**src/source/snake_pkg.sv**
```systemverilog
// Snake game shared types
package snake_pkg;

    typedef logic [5:0] coord_t;      // grid wraps mod 64
    typedef logic [7:0] scan_code_t;
    typedef logic [1:0] seg_index_t;

    localparam scan_code_t key_start  = 8'h1b;
    localparam scan_code_t key_escape = 8'h76;
    localparam scan_code_t key_pause  = 8'h4d;
    localparam scan_code_t key_resume = 8'h2d;
    localparam scan_code_t key_up     = 8'h75;
    localparam scan_code_t key_down   = 8'h72;
    localparam scan_code_t key_right  = 8'h74;
    localparam scan_code_t key_left   = 8'h6b;

    typedef enum logic [3:0] {
        cmd_none,
        cmd_start,
        cmd_escape,
        cmd_pause,
        cmd_resume,
        cmd_up,
        cmd_down,
        cmd_left,
        cmd_right
    } command_t;

    // bit 1 set means horizontal
    typedef enum logic [1:0] {
        dir_up,     // y - 1
        dir_down,   // y + 1
        dir_left,   // x - 1
        dir_right   // x + 1
    } direction_t;

    typedef enum logic [2:0] {
        st_idle,
        st_blank,
        st_start,
        st_run,
        st_pause
    } game_state_t;

    typedef struct packed {
        coord_t x;
        coord_t y;
    } segment_t;

    typedef struct packed {
        logic       frame;      // tick seen, publish a frame
        logic       load_idle;
        logic       load_start;
        logic       step;
        direction_t dir;
    } body_ctrl_t;

    localparam int     snake_len       = 4;
    localparam coord_t idle_row        = 6'd48;
    localparam coord_t start_row       = 6'd23;
    localparam int     turn_lock_steps = 3;

endpackage

```
**src/source/game_fsm.sv**
```systemverilog
// Game state machine
`timescale 1ns/1ps

module game_fsm import snake_pkg::*; (
    input  logic       main_clk,
    input  logic       rst,
    input  logic       game_tick,
    input  command_t   pending_cmd,
    output body_ctrl_t body_ctrl,
    output logic       blank
);

    localparam int lock_w = $clog2(turn_lock_steps + 1);

    game_state_t       state;
    game_state_t       state_nxt;
    direction_t        dir;
    direction_t        dir_nxt;
    logic [lock_w-1:0] lock_cnt;
    logic [lock_w-1:0] lock_nxt;
    logic              blank_nxt;
    body_ctrl_t        ctrl;
    logic              arrow;
    direction_t        arrow_to;
    logic              turn_ok;

    always_comb begin
        arrow    = 1'b1;
        arrow_to = dir;
        case (pending_cmd)
            cmd_up:    arrow_to = dir_up;
            cmd_down:  arrow_to = dir_down;
            cmd_left:  arrow_to = dir_left;
            cmd_right: arrow_to = dir_right;
            default:   arrow    = 1'b0;
        endcase
    end

    assign turn_ok = arrow && (arrow_to[1] != dir[1]);  // other axis only

    always_comb begin
        state_nxt  = state;
        dir_nxt    = dir;
        lock_nxt   = lock_cnt;
        blank_nxt  = blank;
        ctrl       = '0;
        ctrl.frame = 1'b1;
        ctrl.dir   = dir;
        if (pending_cmd == cmd_escape) begin
            state_nxt = st_blank;
            blank_nxt = 1'b1;
        end else if (pending_cmd == cmd_start) begin
            state_nxt       = st_start;
            blank_nxt       = 1'b0;
            ctrl.load_start = 1'b1;
        end else begin
            case (state)
                st_idle: begin
                    ctrl.load_idle = 1'b1;
                end
                st_blank: begin
                    state_nxt = st_blank;       // wait for start
                end
                st_start: begin
                    state_nxt = st_run;         // hold start row one more frame
                    dir_nxt   = dir_right;
                    lock_nxt  = '0;
                end
                st_run: begin
                    ctrl.step = 1'b1;
                    if (lock_cnt != '0) begin
                        lock_nxt = lock_cnt - 1'b1;     // still locked after turn
                    end else if (pending_cmd == cmd_pause) begin
                        state_nxt = st_pause;
                    end else if (turn_ok) begin
                        dir_nxt  = arrow_to;
                        ctrl.dir = arrow_to;
                        lock_nxt = lock_w'(turn_lock_steps);
                    end
                end
                st_pause: begin
                    if (pending_cmd == cmd_resume) begin
                        state_nxt = st_run;
                    end
                end
                default: begin
                    state_nxt = st_idle;
                end
            endcase
        end
    end

    assign body_ctrl = game_tick ? ctrl : '0;

    always_ff @(posedge main_clk) begin
        if (rst) begin
            state    <= st_idle;
            dir      <= dir_right;
            lock_cnt <= '0;
            blank    <= 1'b0;
        end else if (game_tick) begin
            state    <= state_nxt;
            dir      <= dir_nxt;
            lock_cnt <= lock_nxt;
            blank    <= blank_nxt;
        end
    end

endmodule

```
**src/source/key_decoder.sv**
```systemverilog
// Keyboard command decoder
`timescale 1ns/1ps

module key_decoder import snake_pkg::*; (
    input  logic       main_clk,
    input  logic       rst,
    input  scan_code_t key_code,
    input  logic       key_valid,
    input  logic       game_tick,
    output command_t   pending_cmd
);

    command_t key_cmd;

    always_comb begin
        case (key_code)
            key_start:  key_cmd = cmd_start;
            key_escape: key_cmd = cmd_escape;
            key_pause:  key_cmd = cmd_pause;
            key_resume: key_cmd = cmd_resume;
            key_up:     key_cmd = cmd_up;
            key_down:   key_cmd = cmd_down;
            key_left:   key_cmd = cmd_left;
            key_right:  key_cmd = cmd_right;
            default:    key_cmd = cmd_none;     // unknown code
        endcase
    end

    // a key in the tick cycle survives for the next tick
    always_ff @(posedge main_clk) begin
        if (rst) begin
            pending_cmd <= cmd_none;
        end else if (key_valid && key_cmd != cmd_none) begin
            pending_cmd <= key_cmd;             // latest key wins
        end else if (game_tick) begin
            pending_cmd <= cmd_none;            // consumed by fsm
        end
    end

endmodule

```
**src/source/segment_order.sv**
```systemverilog
// Head-first segment output
`timescale 1ns/1ps

module segment_order import snake_pkg::*; (
    input  logic                     main_clk,
    input  logic                     rst,
    input  segment_t [snake_len-1:0] slots,
    input  seg_index_t               head_ptr,
    input  logic                     body_step,
    output segment_t [snake_len-1:0] segments,
    output logic                     frame_valid
);

    segment_t [snake_len-1:0] ordered;

    // walk backwards from the head, wrapping in the ring
    always_comb begin
        seg_index_t idx;
        for (int i = 0; i < snake_len; i++) begin
            idx        = head_ptr - seg_index_t'(i);
            ordered[i] = slots[idx];
        end
    end

    always_ff @(posedge main_clk) begin
        if (body_step) begin
            segments <= ordered;
        end
    end

    always_ff @(posedge main_clk) begin
        if (rst) begin
            frame_valid <= 1'b0;
        end else begin
            frame_valid <= body_step;   // one pulse per tick
        end
    end

endmodule

```
**src/source/snake_body.sv**
```systemverilog
// Snake body ring buffer
`timescale 1ns/1ps

module snake_body import snake_pkg::*; (
    input  logic                     main_clk,
    input  logic                     rst,
    input  body_ctrl_t               body_ctrl,
    output segment_t [snake_len-1:0] slots,
    output seg_index_t               head_ptr,
    output logic                     body_step
);

    seg_index_t tail_ptr;
    segment_t   head_nxt;
    logic       load;
    coord_t     load_row;

    assign tail_ptr = head_ptr + 1'b1;      // tail sits right after the head
    assign load     = body_ctrl.load_idle || body_ctrl.load_start;
    assign load_row = body_ctrl.load_start ? start_row : idle_row;

    always_comb begin
        head_nxt = slots[head_ptr];
        case (body_ctrl.dir)
            dir_up:    head_nxt.y = slots[head_ptr].y - 1'b1;
            dir_down:  head_nxt.y = slots[head_ptr].y + 1'b1;
            dir_left:  head_nxt.x = slots[head_ptr].x - 1'b1;
            default:   head_nxt.x = slots[head_ptr].x + 1'b1;
        endcase
    end

    always_ff @(posedge main_clk) begin
        if (rst || load) begin
            for (int i = 0; i < snake_len; i++) begin
                slots[i] <= '{x: coord_t'(i), y: rst ? idle_row : load_row};
            end
            head_ptr <= seg_index_t'(snake_len - 1);   // head at x 3
        end else if (body_ctrl.step) begin
            slots[tail_ptr] <= head_nxt;        // old tail becomes new head
            head_ptr        <= tail_ptr;
        end
    end

    always_ff @(posedge main_clk) begin
        if (rst) begin
            body_step <= 1'b0;
        end else begin
            body_step <= body_ctrl.frame;
        end
    end

endmodule

```
**src/source/snake_top.sv**
```systemverilog
// Snake game controller top
`timescale 1ns/1ps

module snake_top import snake_pkg::*; #(
    parameter int unsigned tick_div = 10_000_000
) (
    input  logic                     main_clk,
    input  logic                     rst,
    input  scan_code_t               key_code,
    input  logic                     key_valid,
    output segment_t [snake_len-1:0] segments,
    output logic                     blank,
    output logic                     frame_valid
);

    logic                     game_tick;
    command_t                 pending_cmd;
    body_ctrl_t               body_ctrl;
    segment_t [snake_len-1:0] slots;
    seg_index_t               head_ptr;
    logic                     body_step;

    tick_gen #(
        .tick_div (tick_div)
    ) u_tick_gen (
        .main_clk  (main_clk),
        .rst       (rst),
        .game_tick (game_tick)
    );

    key_decoder u_key_decoder (
        .main_clk    (main_clk),
        .rst         (rst),
        .key_code    (key_code),
        .key_valid   (key_valid),
        .game_tick   (game_tick),
        .pending_cmd (pending_cmd)
    );

    game_fsm u_game_fsm (
        .main_clk    (main_clk),
        .rst         (rst),
        .game_tick   (game_tick),
        .pending_cmd (pending_cmd),
        .body_ctrl   (body_ctrl),
        .blank       (blank)
    );

    snake_body u_snake_body (
        .main_clk  (main_clk),
        .rst       (rst),
        .body_ctrl (body_ctrl),
        .slots     (slots),
        .head_ptr  (head_ptr),
        .body_step (body_step)
    );

    segment_order u_segment_order (
        .main_clk    (main_clk),
        .rst         (rst),
        .slots       (slots),
        .head_ptr    (head_ptr),
        .body_step   (body_step),
        .segments    (segments),
        .frame_valid (frame_valid)
    );

endmodule

```
**src/source/tick_gen.sv**
```systemverilog
// Game tick generator
`timescale 1ns/1ps

module tick_gen #(
    parameter int unsigned tick_div = 10_000_000
) (
    input  logic main_clk,
    input  logic rst,
    output logic game_tick
);

    localparam int cnt_w = (tick_div > 1) ? $clog2(tick_div) : 1;

    logic [cnt_w-1:0] cnt;
    logic             last;

    assign last = (cnt == cnt_w'(tick_div - 1));

    always_ff @(posedge main_clk) begin
        if (rst) begin
            cnt       <= '0;
            game_tick <= 1'b0;
        end else begin
            game_tick <= last;                      // one pulse per period
            cnt       <= last ? '0 : cnt + 1'b1;
        end
    end

endmodule

```
**config.mk**
```make
export PLATFORM = sky130hd
export DESIGN_NAME = snake_top
export DESIGN_NICKNAME = d
export VERILOG_FILES = /design/src/source/snake_pkg.sv /design/src/source/game_fsm.sv /design/src/source/key_decoder.sv /design/src/source/segment_order.sv /design/src/source/snake_body.sv /design/src/source/snake_top.sv /design/src/source/tick_gen.sv
export SDC_FILE = /design/constraint.sdc
export NUM_CORES = 1
export LEC_CHECK = 0
export BUFFER_PORTS_ARGS = -buffer_cell sky130_fd_sc_hd__buf_2
export CORE_UTILIZATION = 47
export CTS_CLUSTER_DIAMETER = 60
export DETAILED_ROUTE_END_ITERATION = 16
export PLACE_DENSITY = 0.68
export SYNTH_ARGS = -nofsm -noshare
export SYNTH_HDL_FRONTEND = slang
export SYNTH_SLANG_ARGS = --single-unit
```
**constraint.sdc**
```tcl
create_clock -name main_clk -period 3.45 [get_ports main_clk]
set_clock_uncertainty 0.15 [all_clocks]
set_input_delay 0.8625 -clock main_clk [delete_from_list [all_inputs] [get_ports main_clk]]
set_output_delay 0.8625 -clock main_clk [all_outputs]
set_load 0.005 [all_outputs]
```
==> results.md <==
* Clk Latency, worst-skew pair at 430 ps
* Total CTS buffers at 17
* RSZ-0062 raised after global routing: true
* Die footprint at 16000 um^2
* RePlAce Congestion at 0.890
* Final Cycle Share at 98.6%
* Final Setup Violations at 0
* Pint at 2.82 mW
* Fin. max-slew vios at 0
* Initial antenna violation count at 0
* Total track usage at 20.7%
* Number of fillers in the final layout at 1230
* Flop pwr share at 48.3%
* Crit path max fanout at 5
* Static Leak at 3.38 nW
* Largest net degree at the start of global routing at 50
* Crit path capture type: flop
* Max cap viols at 0
* Detailed placement HPWL at 10900 um
* HP Class: flop to flop
* CTS clock-pin slew for the worst setup and hold paths at 60 ps
* Number of flops mapped to enable cells by yosys at 72
* Fin crit period at 3400 ps
* Iteration-0 DRC Markers at 333
* Synthesized net count at 637
* Post-synth ARST share at 0%
* Actual slew at the worst max-slew pin at 1130 ps
* Port Buf Inserts at 60
* Routed WL at 15400 um
* Final nets at 743
* Root Buffer: clkbuf_16
* Critical path class: flop to flop
* DR vias at 5378
* Initial DRT Pass Iterations at 5
* CP required at 3600 ps
* Area contributors post-synth: edfxtp_1 30%, dfxtp_1 18%, mux4_2 14%
* Pwr Density at 409 nW/um^2
* Clock H-tree levels at 4
* Commonest cells post-synth: 72 x edfxtp_1, 65 x dfxtp_1, 52 x nor2_1
* Via density at 5.86
* Clock power frac at 48.3%
* Layout cell share with drive strength beyond 1 at 34.4%
* Hold Slack at 321 ps
* Syn_area_per_cell at 11.9 um^2
* Vias in the first global route at 5214
* WL/cell at 16.8 um
* FP Rows at 45
* Synth warnings at 0
* Die width at 126 um
* First-pass GRT wire length at 25700 um
* Cell Area, Synth at 7270 um^2
* Top-area cell type share of the netlist area at 29.7%
* Cell taking the most area after synthesis: edfxtp_1
* Most frequent cell after synthesis: edfxtp_1
* CTS tree: built
* Worst setup margin at 49.6 ps
* Clock sink count at 137
* Core area at 15100 um^2
* Cells after Synth at 610
* Synth unique cells at 73
* DP Worst Slack at -116 ps
* Grt ovf at 0
* Max Freq at 0.294 GHz
* Hold Fails Final Rpt at 0
* Area Overhead vs Synth at 20.9%
* Peak supply drop at 0.336 mV
* Startpoint Class: flop
* Seq cells post-synth at 137
* Switching share of power at 21.5%
* Max Root-Sink Buffers at 2
* Die Height at 126 um
* Initial Util at 48.0%
* Comb pwr share at 3.3%
* Net Sw Power at 773 uW
* Arrival time worst endpoint at 3550 ps
* Final ANT Viol Nets at 0
* Number of antenna diodes at 0
* Top Ports at 61
* Residual DRC count at 0
* Ys flop type: edfxtp_1
* Status: completed
* Sequential area share after synthesis at 47.6%
* Slew headroom at 24.7%
layer usage:
layer | part of all wire (%) | GRT usage (%) | wire [um]
met1 | 42 | 24.7 | 6510
met2 | 51 | 36.2 | 7850
met5 | 0 | 0 | 0
met4 | 2.4 | 9.64 | 374
met3 | 4.5 | 3.67 | 699
sequential cells by signal, indices dropped and copies added (netlist names), 2 cells and up:
register / flops
u_segment_order.segments: 48
u_tick_gen.cnt: 24
u_key_decoder.pending_cmd: 4
u_game_fsm.dir: 2
u_snake_body.slots: 48
u_game_fsm.lock_cnt: 2
u_game_fsm.state: 3
u_snake_body.head_ptr: 2
placed cells by master (no fill, tap or decap), types with 4 or more instances in the layout:
cell type  count
clkinv_2       4
o211ai_1       5
and3_1         6
nor3_2         4
ha_1           8
dfxtp_1       57
nand3b_1       8
inv_1         15
xnor2_1       15
buf_4         54
nand4_1        4
mux2i_1       11
nand2_1       45
a2bb2oi_1      5
and2_1         7
o21ai_1        8
ha_4           4
and4bb_2       4
buf_2         60
nor3_1         6
clkbuf_16     19
edfxtp_1      72
nand3_1       13
nor2b_1        7
a21oi_1       22
nor2_1        52
inv_6          4
a22o_1        12
dfxtp_2        5
o21ai_0       31
nand2b_1       9
mux4_2        46
xor2_1        19
layout make-up:
cell class                 instances  area, um^2  share of cell area [%]
clock inverter                    11        78.8                   0.896
sequential                       137        3480                    39.6
inverter                          20        77.6                   0.882
multi-input combinational        424        3690                    42.0
clock buffer                      21         503                    5.72
timing repair buffer             116         728                    8.28
tap                              188         235                    2.67
kinds of logic after synthesis:
| kind of cell | Yosys count | synth area share (%) |
|---|---|---|
| xor+xnor | 35 | 4.21 |
| flops | 137 | 47.6 |
| buf+inv | 49 | 3.70 |
| fa+ha+maj | 16 | 2.96 |
| mux | 59 | 16.0 |
| simple gates | 188 | 13.7 |
| compound gates | 126 | 11.8 |
path summary, 6_finish.rpt:
kind	startpoint	to	slack, ps	cells past startpoint
setup / recovery	u_key_decoder.pending_cmd[2]$_SDFFE_PP0P_	u_snake_body.slots[11]$_SDFFE_PP0P_	50	15
hold / removal	u_game_fsm.dir[0]$_SDFFE_PP1P_	u_game_fsm.dir[0]$_SDFFE_PP1P_	320	2
hold reg to reg	u_game_fsm.dir[0]$_SDFFE_PP1P_	u_game_fsm.dir[0]$_SDFFE_PP1P_	320	2
setup reg to reg	u_key_decoder.pending_cmd[2]$_SDFFE_PP0P_	u_snake_body.slots[11]$_SDFFE_PP0P_	50	15
timing repair:
action                     CTS  global route
hold buffers                 0             0
setup endpoints to repair    5            16
pin swaps                    9            15
buffers inserted            10             2
resized for setup           11            30
power by group through the flow:
stage	combinational [mW]	sequential (mW)	clock, mW
3_5_place_dp	0.115	1.77	0
2_1_floorplan	0.0822	1.77	0
3_3_place_gp	0.111	1.77	0
5_1_grt	0.131	1.74	1.84
4_1_cts	0.116	1.74	1.77
6_report	0.120	1.74	1.74
worst max-delay path, cell delays in order, from the launching register on:
cell and delay, ps:
dfxtp_4 370, buf_4 130, nand2b_1 90, o32ai_2 290
a311oi_2 80, or2_4 270, or2_4 260, inv_4 70
ha_4 220, a21oi_4 150, o31ai_4 90, o41a_1 410
o21a_1 120, o21bai_1 170, xor2_1 300, o21ai_1 120
stage by stage:
stage	instance area [um^2]	TNS, ps	total power [mW]	cells	utilization, %
after detailed placement	7980	-395	1.89	873	52.7
after global routing	8790	-1160	3.72	917	58.1
after global placement	7980	-9.10	1.88	873	52.7
after CTS	8670	0	3.62	915	57.2
final	8790	0	3.60	917	58.1
after floorplan	7310	0	1.85	610	-
(Power assumes the default switching activity.)
